File: config.mk
export PLATFORM = sky130hd
export DESIGN_NAME = merge_sorter
export DESIGN_NICKNAME = d
export VERILOG_FILES = /design/src/hdl/sort_ctrl_pkg.sv /design/src/hdl/sort_data_pkg.sv /design/src/hdl/merge_sequencer.sv /design/src/hdl/merge_sorter.sv /design/src/hdl/merging_core.sv /design/src/hdl/ping_pong_store.sv /design/src/hdl/run_fetch.sv
export VERILOG_INCLUDE_DIRS = /design/src /design/src/hdl
export SDC_FILE = /design/constraint.sdc
export NUM_CORES = 1
export LEC_CHECK = 0
export BUFFER_PORTS_ARGS = -buffer_cell sky130_fd_sc_hd__buf_2
export CAP_MARGIN = 30
export CORE_ASPECT_RATIO = 1.75
export CORE_UTILIZATION = 60
export DETAILED_ROUTE_END_ITERATION = 8
export MAX_ROUTING_LAYER = met4
export PLACE_DENSITY = 0.74
export SLEW_MARGIN = 10
export SYNTH_ARGS = -nofsm -noshare
export SYNTH_HDL_FRONTEND = slang
export SYNTH_SLANG_ARGS = --single-unit
File: constraint.sdc
create_clock -name clock -period 7.7 [get_ports clock]
set_input_delay 1.155 -clock clock [delete_from_list [all_inputs] [get_ports clock]]
set_output_delay 1.155 -clock clock [all_outputs]
set_load 0.02 [all_outputs]
File: src/hdl/sorter_params.svh
// ~~~~~~~~~~~~~~~~~~~~~~~~~~~~~~~~~~~~~~~~~~~~~~~
// Compile-time sizes of the block sorter
// SORT_INDEX_WIDTH must equal $clog2(SORT_MAX_LENGTH)
// ~~~~~~~~~~~~~~~~~~~~~~~~~~~~~~~~~~~~~~~~~~~~~~~
`ifndef SORTER_PARAMS_SVH
`define SORTER_PARAMS_SVH

// Key width in bits
`define SORT_DATA_WIDTH 16
// Largest block in words
`define SORT_MAX_LENGTH 16
`define SORT_INDEX_WIDTH 4

`endif

File: src/hdl/sort_ctrl_pkg.sv
// ~~~~~~~~~~~~~~~~~~~~~~~~~~~~~~~~~~~~~~~~~~~~~~~
// State encodings of the merging core and sequencer
// ~~~~~~~~~~~~~~~~~~~~~~~~~~~~~~~~~~~~~~~~~~~~~~~
package sort_ctrl_pkg;

    // Merging core
    typedef enum logic [1:0] {
        idle     = 2'd0,
        merge_ab = 2'd1,
        drain_a  = 2'd2,
        drain_b  = 2'd3
    } merge_state_t;

    // Block sequencer
    typedef enum logic [2:0] {
        load         = 3'd0,
        pass_start   = 3'd1,
        pass_merge   = 3'd2,
        unload_start = 3'd3,
        unload       = 3'd4
    } sorter_state_t;

endpackage

File: src/hdl/sort_data_pkg.sv
// ~~~~~~~~~~~~~~~~~~~~~~~~~~~~~~~~~~~~~~~~~~~~~~~
// Word, tag, address and length types of the sorter
// ~~~~~~~~~~~~~~~~~~~~~~~~~~~~~~~~~~~~~~~~~~~~~~~
`include "sorter_params.svh"

package sort_data_pkg;

    typedef logic [`SORT_DATA_WIDTH-1:0] data_t;

    // The tag rides along with its key and never takes part in the compare
    typedef logic [`SORT_INDEX_WIDTH-1:0] tag_t;

    typedef logic [`SORT_INDEX_WIDTH-1:0] addr_t;

    // One bit wider than an address so that a full block fits
    typedef logic [`SORT_INDEX_WIDTH:0] length_t;

endpackage

File: src/hdl/merge_sequencer.sv
// ~~~~~~~~~~~~~~~~~~~~~~~~~~~~~~~~~~~~~~~~~~~~~~~
// Sorts one block at a time and loads it into bank 0
// The block must end with in_last by SORT_MAX_LENGTH words
// ~~~~~~~~~~~~~~~~~~~~~~~~~~~~~~~~~~~~~~~~~~~~~~~
`timescale 1ns/1ns

module merge_sequencer (
    input  logic                   clock,
    input  logic                   reset,
    input  logic                   in_valid,
    output logic                   in_ready,
    input  sort_data_pkg::data_t   in_data,
    input  sort_data_pkg::tag_t    in_tag,
    input  logic                   in_last,
    output logic                   out_valid,
    input  logic                   out_ready,
    output sort_data_pkg::data_t   out_data,
    output sort_data_pkg::tag_t    out_tag,
    output logic                   out_last,
    output logic                   busy,
    output logic                   fetch_start,
    output sort_data_pkg::addr_t   base_a,
    output sort_data_pkg::addr_t   base_b,
    output sort_data_pkg::length_t length_a,
    output sort_data_pkg::length_t length_b,
    output logic                   merge_start,
    input  logic                   merged_valid,
    output logic                   merged_ready,
    input  sort_data_pkg::data_t   merged_data,
    input  sort_data_pkg::tag_t    merged_tag,
    input  logic                   merged_last,
    input  logic                   merge_done,
    output logic                   read_bank,
    output logic                   write_en,
    output sort_data_pkg::addr_t   write_addr,
    output sort_data_pkg::data_t   write_data,
    output sort_data_pkg::tag_t    write_tag
);
    import sort_data_pkg::*;
    import sort_ctrl_pkg::*;

    sorter_state_t state;
    length_t       block_length;
    length_t       width;
    length_t       pair_base;
    length_t       b_start;
    length_t       next_base;
    length_t       left_a;
    length_t       left_b;
    addr_t         write_ptr;
    logic          in_fire;
    logic          out_fire;

    assign in_ready = (state == load);
    assign busy     = (state != load);
    assign in_fire  = in_valid && in_ready;

    // Run b of each pair is clipped to the end of the block
    assign b_start   = pair_base + width;
    assign next_base = b_start + width;
    assign left_a    = block_length - pair_base;
    assign left_b    = (b_start < block_length) ? block_length - b_start : '0;

    // The unload uses the same geometry, as width then covers the whole block
    assign fetch_start = (state == pass_start) || (state == unload_start);
    assign merge_start = fetch_start;
    assign base_a      = addr_t'(pair_base);
    assign base_b      = addr_t'(b_start);
    assign length_a    = (left_a < width) ? left_a : width;
    assign length_b    = (left_b < width) ? left_b : width;

    assign merged_ready = (state == pass_merge) || (state == unload && out_ready);
    assign out_valid    = (state == unload) && merged_valid;
    assign out_data     = merged_data;
    assign out_tag      = merged_tag;
    assign out_last     = (state == unload) && merged_last;
    assign out_fire     = out_valid && out_ready;

    assign write_en   = in_fire || (state == pass_merge && merged_valid);
    assign write_addr = write_ptr;
    assign write_data = (state == load) ? in_data : merged_data;
    assign write_tag  = (state == load) ? in_tag : merged_tag;

    always_ff @(posedge clock) begin
        if (reset) begin
            state        <= load;
            block_length <= '0;
            width        <= '0;
            pair_base    <= '0;
            write_ptr    <= '0;
            read_bank    <= 1'b1;
        end else begin
            if (write_en) begin
                write_ptr <= write_ptr + 1'b1;
            end
            case (state)
                load: begin
                    if (in_fire) begin
                        block_length <= block_length + 1'b1;
                        if (in_last) begin
                            width     <= length_t'(1);
                            pair_base <= '0;
                            write_ptr <= '0;
                            read_bank <= 1'b0;
                            // A single word is already sorted
                            state <= (block_length == '0) ? unload_start : pass_start;
                        end
                    end
                end
                pass_start: state <= pass_merge;
                pass_merge: begin
                    if (merge_done) begin
                        if (next_base < block_length) begin
                            pair_base <= next_base;
                            state     <= pass_start;
                        end else begin
                            pair_base <= '0;
                            write_ptr <= '0;
                            width     <= width << 1;
                            read_bank <= ~read_bank;
                            if ((width << 1) >= block_length) begin
                                state <= unload_start;
                            end else begin
                                state <= pass_start;
                            end
                        end
                    end
                end
                unload_start: state <= unload;
                unload: begin
                    if (out_fire && out_last) begin
                        block_length <= '0;
                        read_bank    <= 1'b1;
                        state        <= load;
                    end
                end
                default: state <= load;
            endcase
        end
    end

endmodule

File: src/hdl/merge_sorter.sv
// ~~~~~~~~~~~~~~~~~~~~~~~~~~~~~~~~~~~~~~~~~~~~~~~
// Stable ascending block sorter whose in_ready is low while busy
// ~~~~~~~~~~~~~~~~~~~~~~~~~~~~~~~~~~~~~~~~~~~~~~~
`timescale 1ns/1ns

module merge_sorter (
    input  logic                 clock,
    input  logic                 reset,
    input  logic                 in_valid,
    output logic                 in_ready,
    input  sort_data_pkg::data_t in_data,
    input  sort_data_pkg::tag_t  in_tag,
    input  logic                 in_last,
    output logic                 out_valid,
    input  logic                 out_ready,
    output sort_data_pkg::data_t out_data,
    output sort_data_pkg::tag_t  out_tag,
    output logic                 out_last,
    output logic                 busy
);
    import sort_data_pkg::*;

    logic    fetch_start;
    logic    merge_start;
    logic    merge_done;
    addr_t   base_a;
    addr_t   base_b;
    length_t length_a;
    length_t length_b;
    logic    read_bank;
    addr_t   read_addr_a;
    addr_t   read_addr_b;
    data_t   read_data_a;
    data_t   read_data_b;
    tag_t    read_tag_a;
    tag_t    read_tag_b;
    logic    write_en;
    addr_t   write_addr;
    data_t   write_data;
    tag_t    write_tag;

    // Fetch to core streams
    logic    a_valid;
    logic    b_valid;
    logic    a_ready;
    logic    b_ready;
    data_t   a_data;
    data_t   b_data;
    tag_t    a_tag;
    tag_t    b_tag;

    // Core to sequencer stream
    logic    merged_valid;
    logic    merged_ready;
    data_t   merged_data;
    tag_t    merged_tag;
    logic    merged_last;

    merge_sequencer i_merge_sequencer (.*);

    run_fetch i_run_fetch (.*);

    merging_core i_merging_core (.*);

    ping_pong_store i_ping_pong_store (.*);

endmodule

File: src/hdl/merging_core.sv
// ~~~~~~~~~~~~~~~~~~~~~~~~~~~~~~~~~~~~~~~~~~~~~~~
// Both input runs must already be ascending
// merge_start is only taken while the core is idle
// ~~~~~~~~~~~~~~~~~~~~~~~~~~~~~~~~~~~~~~~~~~~~~~~
`timescale 1ns/1ns

module merging_core (
    input  logic                   clock,
    input  logic                   reset,
    input  logic                   merge_start,
    input  sort_data_pkg::length_t length_a,
    input  sort_data_pkg::length_t length_b,
    input  logic                   a_valid,
    input  logic                   b_valid,
    output logic                   a_ready,
    output logic                   b_ready,
    input  sort_data_pkg::data_t   a_data,
    input  sort_data_pkg::data_t   b_data,
    input  sort_data_pkg::tag_t    a_tag,
    input  sort_data_pkg::tag_t    b_tag,
    output logic                   merged_valid,
    input  logic                   merged_ready,
    output sort_data_pkg::data_t   merged_data,
    output sort_data_pkg::tag_t    merged_tag,
    output logic                   merged_last,
    output logic                   merge_done
);
    import sort_data_pkg::*;
    import sort_ctrl_pkg::*;

    merge_state_t state;
    length_t      left_a;
    length_t      left_b;
    logic         take_b;
    logic         a_fire;
    logic         b_fire;
    logic         merged_fire;

    // B wins only on a strictly smaller key, so ties keep run a first
    assign take_b      = (b_data < a_data);
    assign a_fire      = a_valid && a_ready;
    assign b_fire      = b_valid && b_ready;
    assign merged_fire = merged_valid && merged_ready;
    assign merged_last = merged_valid && ((left_a + left_b) == 1);

    always_comb begin
        merged_valid = 1'b0;
        a_ready      = 1'b0;
        b_ready      = 1'b0;
        merged_data  = a_data;
        merged_tag   = a_tag;
        case (state)
            merge_ab: begin
                merged_valid = a_valid && b_valid;
                a_ready      = merged_ready && merged_valid && !take_b;
                b_ready      = merged_ready && merged_valid && take_b;
                if (take_b) begin
                    merged_data = b_data;
                    merged_tag  = b_tag;
                end
            end
            drain_a: begin
                merged_valid = a_valid;
                a_ready      = merged_ready;
            end
            drain_b: begin
                merged_valid = b_valid;
                b_ready      = merged_ready;
                merged_data  = b_data;
                merged_tag   = b_tag;
            end
            default: ;
        endcase
    end

    always_ff @(posedge clock) begin
        if (reset) begin
            state      <= idle;
            left_a     <= '0;
            left_b     <= '0;
            merge_done <= 1'b0;
        end else begin
            merge_done <= merged_fire && merged_last;
            if (a_fire) begin
                left_a <= left_a - 1'b1;
            end
            if (b_fire) begin
                left_b <= left_b - 1'b1;
            end
            case (state)
                idle: begin
                    if (merge_start) begin
                        left_a <= length_a;
                        left_b <= length_b;
                        if (length_b == '0) begin
                            state <= drain_a;
                        end else if (length_a == '0) begin
                            state <= drain_b;
                        end else begin
                            state <= merge_ab;
                        end
                    end
                end
                merge_ab: begin
                    // Once one run is used up the rest of the other is copied
                    if (a_fire && left_a == 1) begin
                        state <= drain_b;
                    end
                    if (b_fire && left_b == 1) begin
                        state <= drain_a;
                    end
                end
                default: begin
                    if (merged_fire && merged_last) begin
                        state <= idle;
                    end
                end
            endcase
        end
    end

endmodule

File: src/hdl/ping_pong_store.sv
// ~~~~~~~~~~~~~~~~~~~~~~~~~~~~~~~~~~~~~~~~~~~~~~~
// Reads are combinational and writes land on the clock edge
// The write port always targets the bank not being read
// ~~~~~~~~~~~~~~~~~~~~~~~~~~~~~~~~~~~~~~~~~~~~~~~
`timescale 1ns/1ns
`include "sorter_params.svh"

module ping_pong_store (
    input  logic                 clock,
    input  logic                 read_bank,
    input  sort_data_pkg::addr_t read_addr_a,
    input  sort_data_pkg::addr_t read_addr_b,
    output sort_data_pkg::data_t read_data_a,
    output sort_data_pkg::data_t read_data_b,
    output sort_data_pkg::tag_t  read_tag_a,
    output sort_data_pkg::tag_t  read_tag_b,
    input  logic                 write_en,
    input  sort_data_pkg::addr_t write_addr,
    input  sort_data_pkg::data_t write_data,
    input  sort_data_pkg::tag_t  write_tag
);
    import sort_data_pkg::*;

    data_t data_mem [2][`SORT_MAX_LENGTH];
    tag_t  tag_mem  [2][`SORT_MAX_LENGTH];

    assign read_data_a = data_mem[read_bank][read_addr_a];
    assign read_data_b = data_mem[read_bank][read_addr_b];
    assign read_tag_a  = tag_mem[read_bank][read_addr_a];
    assign read_tag_b  = tag_mem[read_bank][read_addr_b];

    always_ff @(posedge clock) begin
        if (write_en) begin
            data_mem[~read_bank][write_addr] <= write_data;
            tag_mem[~read_bank][write_addr]  <= write_tag;
        end
    end

endmodule

File: src/hdl/run_fetch.sv
// ~~~~~~~~~~~~~~~~~~~~~~~~~~~~~~~~~~~~~~~~~~~~~~~
// Streams two runs out of the store at one word per transfer
// A new fetch_start overrides any words still left
// ~~~~~~~~~~~~~~~~~~~~~~~~~~~~~~~~~~~~~~~~~~~~~~~
`timescale 1ns/1ns

module run_fetch (
    input  logic                   clock,
    input  logic                   reset,
    input  logic                   fetch_start,
    input  sort_data_pkg::addr_t   base_a,
    input  sort_data_pkg::addr_t   base_b,
    input  sort_data_pkg::length_t length_a,
    input  sort_data_pkg::length_t length_b,
    output sort_data_pkg::addr_t   read_addr_a,
    output sort_data_pkg::addr_t   read_addr_b,
    input  sort_data_pkg::data_t   read_data_a,
    input  sort_data_pkg::data_t   read_data_b,
    input  sort_data_pkg::tag_t    read_tag_a,
    input  sort_data_pkg::tag_t    read_tag_b,
    output logic                   a_valid,
    output logic                   b_valid,
    input  logic                   a_ready,
    input  logic                   b_ready,
    output sort_data_pkg::data_t   a_data,
    output sort_data_pkg::data_t   b_data,
    output sort_data_pkg::tag_t    a_tag,
    output sort_data_pkg::tag_t    b_tag
);
    import sort_data_pkg::*;

    addr_t   addr_a;
    addr_t   addr_b;
    length_t count_a;
    length_t count_b;

    // The head of each run is whatever the store shows at its address
    assign read_addr_a = addr_a;
    assign read_addr_b = addr_b;
    assign a_data      = read_data_a;
    assign b_data      = read_data_b;
    assign a_tag       = read_tag_a;
    assign b_tag       = read_tag_b;

    assign a_valid = (count_a != '0);
    assign b_valid = (count_b != '0);

    always_ff @(posedge clock) begin
        if (reset) begin
            count_a <= '0;
            count_b <= '0;
        end else if (fetch_start) begin
            count_a <= length_a;
            count_b <= length_b;
        end else begin
            if (a_valid && a_ready) begin
                count_a <= count_a - 1'b1;
            end
            if (b_valid && b_ready) begin
                count_b <= count_b - 1'b1;
            end
        end
    end

    always_ff @(posedge clock) begin
        if (fetch_start) begin
            addr_a <= base_a;
            addr_b <= base_b;
        end else begin
            if (a_valid && a_ready) begin
                addr_a <= addr_a + 1'b1;
            end
            if (b_valid && b_ready) begin
                addr_b <= addr_b + 1'b1;
            end
        end
    end

endmodule

==> results.py, run 1 <==
metrics = {
    "global_routing": {
        "grt_use_met2_pct": 58.8,
        "grt_busiest_layer": "met2",
        "grtUsageTotal_pct": 35.4,
        "initial_antenna_violation_count": 0,
        "grtUsageMet3_pct": 5.04,
        "grt_start_max_net_pins": 138,
        "grt.overflow.total": 0,
        "grt_pass1_wl_um": 142000,
        "first_global_vias": 21300,
        "grt_util_met1_pct": 41.0,
    },
    "job": {
        "cap_viol_max_count": 0,
    },
    "place": {
        "dpl_cell_area_sq_um": 36800,
        "hpwlAfterDp_um": 60700,
        "dp_worst_setup_slack_ns": 1.46,
        "buffer_ports.inserted": 48,
        "place.detailed.instances": 2745,
        "place_congestion": 0.940,
    },
    "finish": {
        "final_design_area_no_fill_sq_um": 38800,
        "share_of_post_route_cells_with_drive_strength_above_1_pct": 33.8,
        "filler_cell_count": 3737,
        "syn_to_layout_area_delta_pct": 11.5,
        "seq_area_sq_um": 20400,
        "final_cell_utilization_of_the_core_pct": 67.9,
        "layoutNonFillerInstCount": 2860,
        "multi_input_gate_area_in_the_final_layout_sq_um": 14000,
        "num-nets-final": 2140,
    },
    "drt": {
        "vias": 20500,
        "ant_nets": 0,
        "detail_route.wirelength_um": 97200,
        "drc_errors": 0,
        "drtPass1Iterations": 6,
        "drt_first_iter_violations": 2243,
        "routed_wirelength_normalized_by_instance_count_um": 34.0,
        "post_drt_via_cell_ratio": 7.17,
    },
    "worst_setup_path": {
        "cp_data_required_time_ns": 6.55,
        "worst_setup_path_start_kind": "flop",
        "critPathArrivalTime_ns": 5.81,
        "rrSetupSlack_ns": 1.92,
        "reg2reg_depth": 15,
        "reg2reg_to": "i_run_fetch.count_b[3]",
        "crit_fanout": 59,
        "worstSetupPathType": "flop to primary output",
        "worstSetupEndpointType": "primary output",
    },
    "yosys": {
        "yosys.area_share.simple_pct": 4.21,
        "synth.yosys.seq_area_share_pct": 58.6,
        "synth.mux.area_fraction_pct": 27.3,
        "synth_adder_area_share_pct": 2.80,
        "edff_count_synth": 648,
        "synth_cells": 1966,
        "ys_ff_latch": 695,
        "synth_compound_gate_area_share_pct": 4.02,
        "synth.avg_cell_area_sq_um": 17.7,
        "synth.cell_area_sq_um": 34800,
        "yosysWarningCount": 0,
        "yosys.cell_types.count": 71,
        "synth-main-ff-cell": "sky130_fd_sc_hd__edfxtp_1",
        "synth_nets": 2066,
        "synthXorXnorAreaFrac_pct": 0.881,
        "synth_top_family_by_area": "multiplexers",
        "async_reset_ff_share_pct": 0,
    },
    "hold_path": {
        "whs_endpoint": "i_run_fetch.count_a[4]",
        "hold_path_startpoint": "i_run_fetch.count_a[4]",
        "hold_path_depth": 2,
        "hp-class": "flop to flop",
    },
    "clock_tree": {
        "tritoncts_num_sinks": 695,
        "buffers_inserted_by_post_cts_timing_repair": 0,
        "cts-root-buf": "sky130_fd_sc_hd__clkbuf_16",
        "tritoncts": "yes",
        "cts-hold-fix-buffers": 0,
        "clk_pin_slew_worst_paths_ns": 0.07,
        "cts_buffer_depth": 3,
        "worstSkewPairLatency_ns": 0.67,
        "htree_levels": 2,
        "cells_resized_by_post_cts_repair": 0,
        "cts_inserted_buffers": 60,
    },
    "power": {
        "power_per_cell_area_nw_per_um2": 418,
        "vdd_drop_max_v": 0.000297,
        "leakage_nw": 12.7,
    },
    "run_status": {
        "outcome": "finished, final reports clean",
    },
    "sta": {
        "worst-slew-pin-transition_ns": 1.06,
        "final.setup_skew_ns": 0.0506,
        "finalWorstPathRequiredPeriod_ns": 6.96,
        "final.period_utilization_pct": 90.4,
        "rsz0062_at_grt": "no",
        "layout_setup_ws_ns": 0.736,
        "final.setup.tns_ns": 0,
        "timing.final.max_slew_violations": 0,
        "finalSetupViolations": 0,
        "max_clock_freq_mhz": 144,
        "max-slew-margin-rel_pct": 29.3,
        "final_hold_violation_count": 0,
    },
    "floorplan": {
        "ioPinCount": 49,
        "chipHeight_um": 321,
        "core.rowCount": 116,
        "total_die_area_sq_um": 59000,
        "initial_core_util_pct": 60.9,
        "core_sq_um": 57200,
        "die_w_um": 184,
    },
}
==> kinds of logic (layout without fill, tap and decap cells) <==
logic type | Yosys count | count (layout)
fa+ha+maj | 75 | 75
simple gates | 309 | 309
other cells | 0 | 1
flops | 695 | 695
buf+inv | 179 | 305
mux | 465 | 465
compound gates | 208 | 208
xor+xnor | 35 | 35
==> sequential cells by signal (all words and copies together), names as in the netlist, named ones only <==
| register | flops |
|---|---|
| i_merge_sequencer.block_length | 5 |
| i_merge_sequencer.pair_base | 5 |
| i_merge_sequencer.read_bank | 1 |
| i_merge_sequencer.state | 3 |
| i_merge_sequencer.width | 5 |
| i_merge_sequencer.write_addr | 4 |
| i_merging_core.left_a | 5 |
| i_merging_core.left_b | 5 |
| i_merging_core.merge_done | 1 |
| i_merging_core.state | 2 |
| i_ping_pong_store.data_mem | 512 |
| i_ping_pong_store.tag_mem | 128 |
| i_run_fetch.count_a | 5 |
| i_run_fetch.count_b | 5 |
| i_run_fetch.read_addr_a | 4 |
| i_run_fetch.read_addr_b | 4 |
==> area by class of cell <==
| class | count | share of cell area [%] |
|---|---|---|
| Sequential cell | 695 | 52.6 |
| Tap cell | 767 | 2.47 |
| Timing Repair Buffer | 142 | 3.22 |
| Multi-Input combinational cell | 1092 | 36.1 |
| Clock buffer | 75 | 4.07 |
| Clock inverter | 39 | 1.11 |
| Antenna cell | 1 | 0.00645 |
| Inverter | 49 | 0.474 |
==> cell usage in the layout, fill, tap and decap left out, types with 34 or more instances in the layout <==
cell type and n:
sky130_fd_sc_hd__mux2i_1 63, sky130_fd_sc_hd__nor2_4 34, sky130_fd_sc_hd__mux4_2 385, sky130_fd_sc_hd__nand2_1 78, sky130_fd_sc_hd__clkbuf_16 61, sky130_fd_sc_hd__buf_2 48, sky130_fd_sc_hd__a21oi_1 55, sky130_fd_sc_hd__nor2_1 97
sky130_fd_sc_hd__ha_1 70, sky130_fd_sc_hd__dfxtp_1 46, sky130_fd_sc_hd__buf_4 72, sky130_fd_sc_hd__inv_1 48, sky130_fd_sc_hd__edfxtp_1 648
==> critical path, stage by stage, from the launching register on <==
cell and delay, ns:
sky130_fd_sc_hd__dfxtp_4 0.64, sky130_fd_sc_hd__buf_12 0.42, sky130_fd_sc_hd__mux4_2 0.62, sky130_fd_sc_hd__mux4_2 0.51, sky130_fd_sc_hd__mux2i_1 0.31, sky130_fd_sc_hd__ha_1 0.35, sky130_fd_sc_hd__and3_1 0.19, sky130_fd_sc_hd__a221oi_1 0.34
sky130_fd_sc_hd__nor2_1 0.09, sky130_fd_sc_hd__nor4_2 0.44, sky130_fd_sc_hd__a21oi_4 0.21, sky130_fd_sc_hd__buf_4 0.28, sky130_fd_sc_hd__o211ai_1 0.27, sky130_fd_sc_hd__nand2_1 0.19, sky130_fd_sc_hd__buf_2 0.21
==> worst max path at each step <==
stage | end | startpoint | slack [ns]
after CTS | out_data[10] | flop | 0.76
final | out_data[4] | flop | 0.74
after detailed placement | out_data[10] | flop | 1.46
after global placement | out_data[4] | flop | 1.60
after floorplan | i_ping_pong_store.data_mem[0][103] | i_run_fetch.read_addr_b[0] | 2.00
after global routing | out_data[4] | flop | 0.49
==> cell usage after synthesis, types with 3 or more instances <==
cell,n,area (sq um)
sky130_fd_sc_hd__a21o_1,24,180
sky130_fd_sc_hd__a311oi_1,3,26.3
sky130_fd_sc_hd__buf_6,5,56.3
sky130_fd_sc_hd__o31ai_1,4,30.0
sky130_fd_sc_hd__or4b_2,4,40.0
sky130_fd_sc_hd__o21ai_0,24,120
sky130_fd_sc_hd__nand3_1,24,120
sky130_fd_sc_hd__nor4_1,3,18.8
sky130_fd_sc_hd__a21boi_0,3,22.5
sky130_fd_sc_hd__buf_2,46,230
sky130_fd_sc_hd__nand3b_1,6,45.0
sky130_fd_sc_hd__mux4_2,385,8670
sky130_fd_sc_hd__fa_1,5,100
sky130_fd_sc_hd__nor3b_1,3,22.5
sky130_fd_sc_hd__edfxtp_1,648,19500
sky130_fd_sc_hd__mux2_2,17,191
sky130_fd_sc_hd__mux2i_1,63,631
sky130_fd_sc_hd__and2_1,4,25.0
sky130_fd_sc_hd__nor2_1,129,484
sky130_fd_sc_hd__nand4_1,10,62.6
sky130_fd_sc_hd__a21oi_1,55,275
sky130_fd_sc_hd__xnor2_1,23,201
sky130_fd_sc_hd__nand2_1,78,293
sky130_fd_sc_hd__xor2_1,12,105
sky130_fd_sc_hd__or3_1,3,18.8
sky130_fd_sc_hd__nand2b_1,9,56.3
sky130_fd_sc_hd__nor2b_1,7,43.8
sky130_fd_sc_hd__a22oi_1,6,45.0
sky130_fd_sc_hd__a221oi_1,3,26.3
sky130_fd_sc_hd__o22ai_1,4,25.0
sky130_fd_sc_hd__a31oi_1,23,144
sky130_fd_sc_hd__o22a_1,4,35.0
sky130_fd_sc_hd__dfxtp_1,47,941
sky130_fd_sc_hd__a211oi_1,13,97.6
sky130_fd_sc_hd__a211oi_2,3,37.5
sky130_fd_sc_hd__o21a_1,4,30.0
sky130_fd_sc_hd__clkbuf_1,63,236
sky130_fd_sc_hd__buf_1,16,60.1
sky130_fd_sc_hd__ha_1,70,876
sky130_fd_sc_hd__nor3_1,11,55.1
sky130_fd_sc_hd__o211ai_1,16,120
sky130_fd_sc_hd__inv_1,48,180
==> per-stage QoR <==
step                total power (W)  hold slack (ns)
global placement             0.0128            0.465
CTS                          0.0162            0.486
finish                       0.0162            0.484
global route                 0.0168            0.515
detailed placement           0.0131            0.475
floorplan                    0.0107            0.449
==> metal layers <==
metal / up-vias / routed length [um]
met3: 345 / 8210
met5: - / 0
met4: 0 / 6290
met2: 1174 / 50600
met1: 10600 / 32200
li1: 8355 / -
==> report_power, final <==
group | internal, W | switching (W) | leakage, nW | total [W]
clock network | 0.00173 | 0.00139 | 0.968 | 0.00312
registers | 0.00549 | 0.000209 | 6.20 | 0.00570
logic | 0.00290 | 0.00449 | 5.58 | 0.00739
total | 0.0101 | 0.00609 | 12.7 | 0.0162
No activity file was read; power rests on OpenSTA's default activity.
==> inputs of run 2 (changes only) <==
--- a/config.mk
+++ b/config.mk
@@ -9,10 +9,10 @@
 export BUFFER_PORTS_ARGS = -buffer_cell sky130_fd_sc_hd__buf_2
 export CAP_MARGIN = 30
 export CORE_ASPECT_RATIO = 1.75
-export CORE_UTILIZATION = 60
+export CORE_UTILIZATION = 61
 export DETAILED_ROUTE_END_ITERATION = 8
 export MAX_ROUTING_LAYER = met4
-export PLACE_DENSITY = 0.74
+export PLACE_DENSITY = 0.76
 export SLEW_MARGIN = 10
 export SYNTH_ARGS = -nofsm -noshare
 export SYNTH_HDL_FRONTEND = slang
==> results.py, run 2 (synthesis gave the netlist of run 1 again) <==
metrics = {
    "finish": {
        "share_of_post_route_cells_with_drive_strength_above_1_pct": 34.0,
        "reg_top3": "i_ping_pong_store.data_mem: 512 flops, i_ping_pong_store.tag_mem: 128 flops",
        "max_ffs_per_register": 512,
        "mostFrequentLayoutCells": "648 x sky130_fd_sc_hd__edfxtp_1, 385 x sky130_fd_sc_hd__mux4_2, 97 x sky130_fd_sc_hd__nor2_1",
        "filler_cell_count": 3507,
        "syn_to_layout_area_delta_pct": 11.4,
        "num-nets-final": 2132,
        "layoutNonFillerInstCount": 2839,
        "multi_input_gate_area_in_the_final_layout_sq_um": 14000,
        "most_common_cell_after_layout_fill_and_taps_aside": "sky130_fd_sc_hd__edfxtp_1",
        "seq_area_sq_um": 20400,
        "top_register": "i_ping_pong_store.data_mem",
        "final_cell_utilization_of_the_core_pct": 68.9,
    },
    "worst_setup_path": {
        "worstSetupEndpointType": "primary output",
        "worstSetupPathType": "flop to primary output",
        "crit_fanout": 97,
        "cp_data_required_time_ns": 6.55,
        "critical_path.startpoint": "i_run_fetch.read_addr_b[0]",
        "worst_setup_path_start_kind": "flop",
        "start_of_the_worst_register_to_register_path": "i_run_fetch.read_addr_b[0]",
        "critPathArrivalTime_ns": 5.85,
    },
    "drt": {
        "detailroute.wirelength.met3_um": 8870,
        "met2_wirelength_um": 48400,
        "routed_wirelength_normalized_by_instance_count_um": 33.8,
        "met1_routed_length_um": 31900,
        "drt_first_iter_violations": 2327,
        "post_drt_via_cell_ratio": 7.26,
        "detail_route.wirelength_um": 96100,
        "highest_layer": "met4",
        "drtPass1Iterations": 5,
        "ant_nets": 0,
        "drc_errors": 0,
        "vias": 20600,
    },
    "clock_tree": {
        "clk_pin_slew_worst_paths_ns": 0.07,
        "tritoncts_num_sinks": 695,
        "cells_resized_by_post_cts_repair": 0,
        "htree_levels": 2,
        "cts_inserted_buffers": 59,
        "cts_buffer_depth": 3,
        "tritoncts": "yes",
        "buffers_inserted_by_post_cts_timing_repair": 0,
        "cts-root-buf": "sky130_fd_sc_hd__clkbuf_16",
        "cts-hold-fix-buffers": 0,
        "worstSkewPairLatency_ns": 0.64,
    },
    "floorplan": {
        "die_w_um": 183,
        "core.rowCount": 115,
        "total_die_area_sq_um": 58100,
        "core_sq_um": 56300,
        "chipHeight_um": 318,
        "initial_core_util_pct": 61.9,
        "ioPinCount": 49,
    },
    "sta": {
        "max-slew-margin-rel_pct": 30.3,
        "final.setup.tns_ns": 0,
        "finalSetupViolations": 0,
        "max_clock_freq_mhz": 143,
        "timing.final.max_slew_violations": 0,
        "final.setup_skew_ns": 0.0264,
        "rsz0062_at_grt": "no",
        "worst-slew-pin-transition_ns": 1.05,
        "final_hold_violation_count": 0,
        "timing.hold.ws_ns": 0.514,
        "final.period_utilization_pct": 90.9,
        "finalWorstPathRequiredPeriod_ns": 7.00,
    },
    "global_routing": {
        "grt.overflow.total": 0,
        "grt_pass1_wl_um": 142000,
        "first_global_vias": 21400,
        "initial_antenna_violation_count": 3,
        "grt_start_max_net_pins": 126,
        "grtUsageTotal_pct": 35.6,
    },
    "place": {
        "hpwlAfterDp_um": 57300,
        "buffer_ports.inserted": 48,
        "place_congestion": 0.920,
        "place.detailed.instances": 2730,
    },
    "power": {
        "leakage_nw": 12.7,
        "vdd_drop_max_v": 0.000391,
        "report.power.total_w": 0.0163,
        "power_per_cell_area_nw_per_um2": 420,
    },
    "job": {
        "cap_viol_max_count": 0,
    },
    "hold_path": {
        "hp-class": "flop to flop",
        "hold_path_startpoint": "i_run_fetch.count_a[4]",
    },
    "run_status": {
        "outcome": "finished, final reports clean",
    },
}
[run 2: cell count changes in the layout (fill, tap and decap cells not counted), moves of 2 or more]
cell	change
sky130_fd_sc_hd__clkinv_1	-8
sky130_fd_sc_hd__buf_12	+3
sky130_fd_sc_hd__clkinv_2	+4
sky130_fd_sc_hd__bufinv_16	+2
sky130_fd_sc_hd__clkinv_4	+2
sky130_fd_sc_hd__buf_4	-8
sky130_fd_sc_hd__clkbuf_1	-6
[run 2: through the flow]
step / instance area (sq um) / setup WS (ns)
after floorplan: 34800 / 2.00
after global placement: 36500 / 1.09
after detailed placement: 36700 / 1.37
after CTS: 38700 / 0.703
after global routing: 38800 / 0.476
final: 38800 / 0.697
[run 2: final cells by class]
cell class              instances  area share (%)
diodes                          2          0.0129
clock buffers                  68            3.95
clock inverters                38            1.25
inverters                      49           0.474
multi-input cells            1092            36.1
flip-flops and latches        695            52.6
well taps                     760            2.45
repair buffers                135            3.11
[run 2: metal layers]
layer	vias up	global-route usage (%)
li1	8315	-
met1	10700	43.3
met2	1319	56.9
met3	329	4.73
met4	0	21.7
met5	-	-
[run 2: final timing paths]
kind / slack (ns) / depth (start not counted) / end
worst max register to register: 1.85 / 15 / i_ping_pong_store.data_mem[0][240]
worst min register to register: 0.51 / 2 / i_run_fetch.count_a[4]
worst max-delay path: 0.70 / 15 / out_data[7]
worst min-delay path: 0.51 / 2 / i_run_fetch.count_a[4]
[run 2: power by group]
part / internal, W / switching (W) / total [W] / leakage, nW
Clock: 0.00177 / 0.00140 / 0.00316 / 0.981
Combinational: 0.00290 / 0.00451 / 0.00741 / 5.56
Sequential: 0.00549 / 0.000203 / 0.00569 / 6.20
Total: 0.0102 / 0.00611 / 0.0163 / 12.7
[run 2: critical path, cell delays in order (launching register included)]
cell and delay, ns:
sky130_fd_sc_hd__edfxtp_1 0.38, sky130_fd_sc_hd__buf_12 0.45, sky130_fd_sc_hd__buf_4 0.46, sky130_fd_sc_hd__mux4_2 0.38, sky130_fd_sc_hd__mux4_2 0.48, sky130_fd_sc_hd__mux2_2 0.34, sky130_fd_sc_hd__ha_1 0.29, sky130_fd_sc_hd__and3_1 0.19
sky130_fd_sc_hd__a221oi_1 0.43, sky130_fd_sc_hd__nor2_1 0.10, sky130_fd_sc_hd__nor4_2 0.57, sky130_fd_sc_hd__a21oi_4 0.08, sky130_fd_sc_hd__buf_4 0.33, sky130_fd_sc_hd__o211ai_1 0.31, sky130_fd_sc_hd__nand2_1 0.14, sky130_fd_sc_hd__buf_2 0.19
==> inputs of run 3 (changes only) <==
--- a/config.mk
+++ b/config.mk
@@ -11,6 +11,7 @@
 export CORE_ASPECT_RATIO = 1.75
 export CORE_UTILIZATION = 61
 export DETAILED_ROUTE_END_ITERATION = 8
+export GPL_TIMING_DRIVEN = 0
 export MAX_ROUTING_LAYER = met4
 export PLACE_DENSITY = 0.76
 export SLEW_MARGIN = 10
==> constraint.sdc (replaced) <==
create_clock -name clock -period 8.6 [get_ports clock]
set_input_delay 1.29 -clock clock [delete_from_list [all_inputs] [get_ports clock]]
set_output_delay 1.29 -clock clock [all_outputs]
set_load 0.02 [all_outputs]
==> results.py, run 3 (synthesis gave the netlist of run 1 again) <==
metrics = {
    "run_status": {
        "outcome": "finished, final reports clean",
    },
    "worst_setup_path": {
        "worstSetupPathType": "flop to primary output",
        "reg2reg_depth": 16,
        "worstSetupEndpointType": "primary output",
        "critical_path.startpoint": "i_run_fetch.read_addr_b[0]",
        "critPathArrivalTime_ns": 7.25,
        "crit_fanout": 10,
        "start_of_the_worst_register_to_register_path": "i_run_fetch.read_addr_b[0]",
        "worst_setup_path_start_kind": "flop",
        "cp_data_required_time_ns": 7.31,
    },
    "global_routing": {
        "grt_pass1_wl_um": 161000,
        "grtUsageTotal_pct": 41.8,
        "grt.overflow.total": 0,
        "grt_start_max_net_pins": 33,
        "initial_antenna_violation_count": 1,
        "first_global_vias": 23300,
    },
    "floorplan": {
        "total_die_area_sq_um": 58100,
        "core.rowCount": 115,
        "chipHeight_um": 318,
        "initial_core_util_pct": 61.9,
        "die_w_um": 183,
        "ioPinCount": 49,
        "core_sq_um": 56300,
    },
    "power": {
        "power_report.internal_total_w": 0.00914,
        "p_comb_share_pct": 48.9,
        "share_clk_of_total_power_pct": 18.2,
        "leakage_nw": 13.0,
        "vdd_drop_max_v": 0.000263,
        "power_per_cell_area_nw_per_um2": 388,
        "power.switching_fraction_pct": 40.4,
        "power_frac_seq_pct": 33.0,
        "report.power.total_w": 0.0153,
        "power_spent_charging_and_discharging_nets_w": 0.00619,
    },
    "drt": {
        "drt_first_iter_violations": 2862,
        "detail_route.wirelength_um": 114000,
        "drc_errors": 0,
        "post_drt_via_cell_ratio": 7.48,
        "vias": 22100,
        "ant_nets": 0,
        "routed_wirelength_normalized_by_instance_count_um": 38.5,
        "drtPass1Iterations": 5,
    },
    "finish": {
        "syn_to_layout_area_delta_pct": 13.7,
        "reg_top3": "i_ping_pong_store.data_mem: 512 flops, i_ping_pong_store.tag_mem: 128 flops",
        "num-nets-final": 2242,
        "share_of_post_route_cells_with_drive_strength_above_1_pct": 33.4,
        "mostFrequentLayoutCells": "648 x sky130_fd_sc_hd__edfxtp_1, 385 x sky130_fd_sc_hd__mux4_2, 97 x sky130_fd_sc_hd__nor2_1",
        "layoutNonFillerInstCount": 2956,
        "max_ffs_per_register": 512,
        "top_register": "i_ping_pong_store.data_mem",
        "most_common_cell_after_layout_fill_and_taps_aside": "sky130_fd_sc_hd__edfxtp_1",
    },
    "clock_tree": {
        "htree_levels": 2,
        "cts-root-buf": "sky130_fd_sc_hd__clkbuf_16",
        "tritoncts": "yes",
        "cts_buffer_depth": 3,
        "worstSkewPairLatency_ns": 0.68,
        "cts-hold-fix-buffers": 0,
        "cts_inserted_buffers": 61,
        "clk_pin_slew_worst_paths_ns": 0.07,
        "tritoncts_num_sinks": 695,
    },
    "sta": {
        "max_clock_freq_mhz": 117,
        "final.period_utilization_pct": 99.2,
        "timing.hold.ws_ns": 0.511,
        "final.setup.tns_ns": 0,
        "final_hold_violation_count": 0,
        "finalSetupViolations": 0,
        "final.setup_skew_ns": 0.0391,
        "worst-slew-pin-transition_ns": 1.16,
        "timing.final.max_slew_violations": 0,
        "finalWorstPathRequiredPeriod_ns": 8.54,
        "max-slew-margin-rel_pct": 22.6,
        "rsz0062_at_grt": "no",
        "layout_setup_ws_ns": 0.0648,
    },
    "hold_path": {
        "hold_path_startpoint": "i_run_fetch.count_b[4]",
        "hold_path_depth": 2,
        "hp-class": "flop to flop",
    },
    "place": {
        "dp_worst_setup_slack_ns": 0.593,
        "place.detailed.instances": 2834,
        "hpwlAfterDp_um": 79600,
        "place_congestion": 1.06,
        "buffer_ports.inserted": 48,
    },
    "job": {
        "cap_viol_max_count": 0,
    },
}
run 3: cell types whose count changed in the layout (fill, tap and decap cells not counted), sizes merged:
cell and delta:
buf +44, inv +3, bufinv -4, clkinv -4, clkbuf +74, clkinvlp +3
diode +1
run 3: worst paths after layout:
check        slack (ns)                           endpoint
max                0.06                        out_data[3]
min                0.51             i_run_fetch.count_b[4]
max reg2reg        1.37  i_ping_pong_store.data_mem[0][88]
min reg2reg        0.51             i_run_fetch.count_b[4]
run 3: cell type report:
| class | count | area (sq um) |
|---|---|---|
| Clock buffer | 78 | 1610 |
| Multi-Input combinational cell | 1092 | 14100 |
| Tap cell | 760 | 951 |
| Sequential cell | 695 | 20400 |
| Fill cell | 3523 | 16700 |
| Buffer | 129 | 588 |
| Inverter | 49 | 184 |
| Antenna cell | 3 | 7.51 |
| Clock inverter | 36 | 368 |
| Timing Repair Buffer | 114 | 1400 |
run 3: through the flow:
stage          instance area, sq um  util (%)
2_1_floorplan                 34800         -
3_3_place_gp                  36000      64.0
3_5_place_dp                  37500      66.7
4_1_cts                       39500      70.2
5_1_grt                       39600      70.3
6_report                      39600      70.4
run 3: worst max-delay path, stage by stage, from the launching register on:
cell and delay, ns:
sky130_fd_sc_hd__edfxtp_1 0.37, sky130_fd_sc_hd__buf_2 0.24, sky130_fd_sc_hd__clkbuf_1 0.53, sky130_fd_sc_hd__clkbuf_1 0.86
sky130_fd_sc_hd__mux4_2 0.42, sky130_fd_sc_hd__mux4_2 0.52, sky130_fd_sc_hd__mux2_2 0.33, sky130_fd_sc_hd__ha_1 0.43
sky130_fd_sc_hd__and3_1 0.22, sky130_fd_sc_hd__a221oi_1 0.41, sky130_fd_sc_hd__nor2_1 0.10, sky130_fd_sc_hd__nor4_2 0.57
sky130_fd_sc_hd__a21oi_2 0.40, sky130_fd_sc_hd__buf_2 0.32, sky130_fd_sc_hd__o211ai_1 0.36, sky130_fd_sc_hd__nand2_1 0.26
sky130_fd_sc_hd__buf_2 0.23
run 3: repair_timing:
item                       in CTS  in global routing
buffers inserted                0                  0
setup endpoints to repair       6                 15
resized for setup               2                  5
run 3: power by group through the flow:
stage | Sequential, W | Combinational, W | Clock (W)
2_1_floorplan | 0.00511 | 0.00446 | 0
3_3_place_gp | 0.00520 | 0.00656 | 0
3_5_place_dp | 0.00512 | 0.00722 | 0
4_1_cts | 0.00505 | 0.00724 | 0.00279
5_1_grt | 0.00507 | 0.00776 | 0.00291
6_report | 0.00505 | 0.00749 | 0.00279
run 3: routing by layer:
metal | wire length (um) | GRT usage (%) | up-vias
li1 | - | - | 8561
met1 | 32600 | 43.1 | 11100
met2 | 56300 | 65.7 | 1768
met3 | 12400 | 10.5 | 672
met4 | 12400 | 37.5 | 0
met5 | 0 | - | -
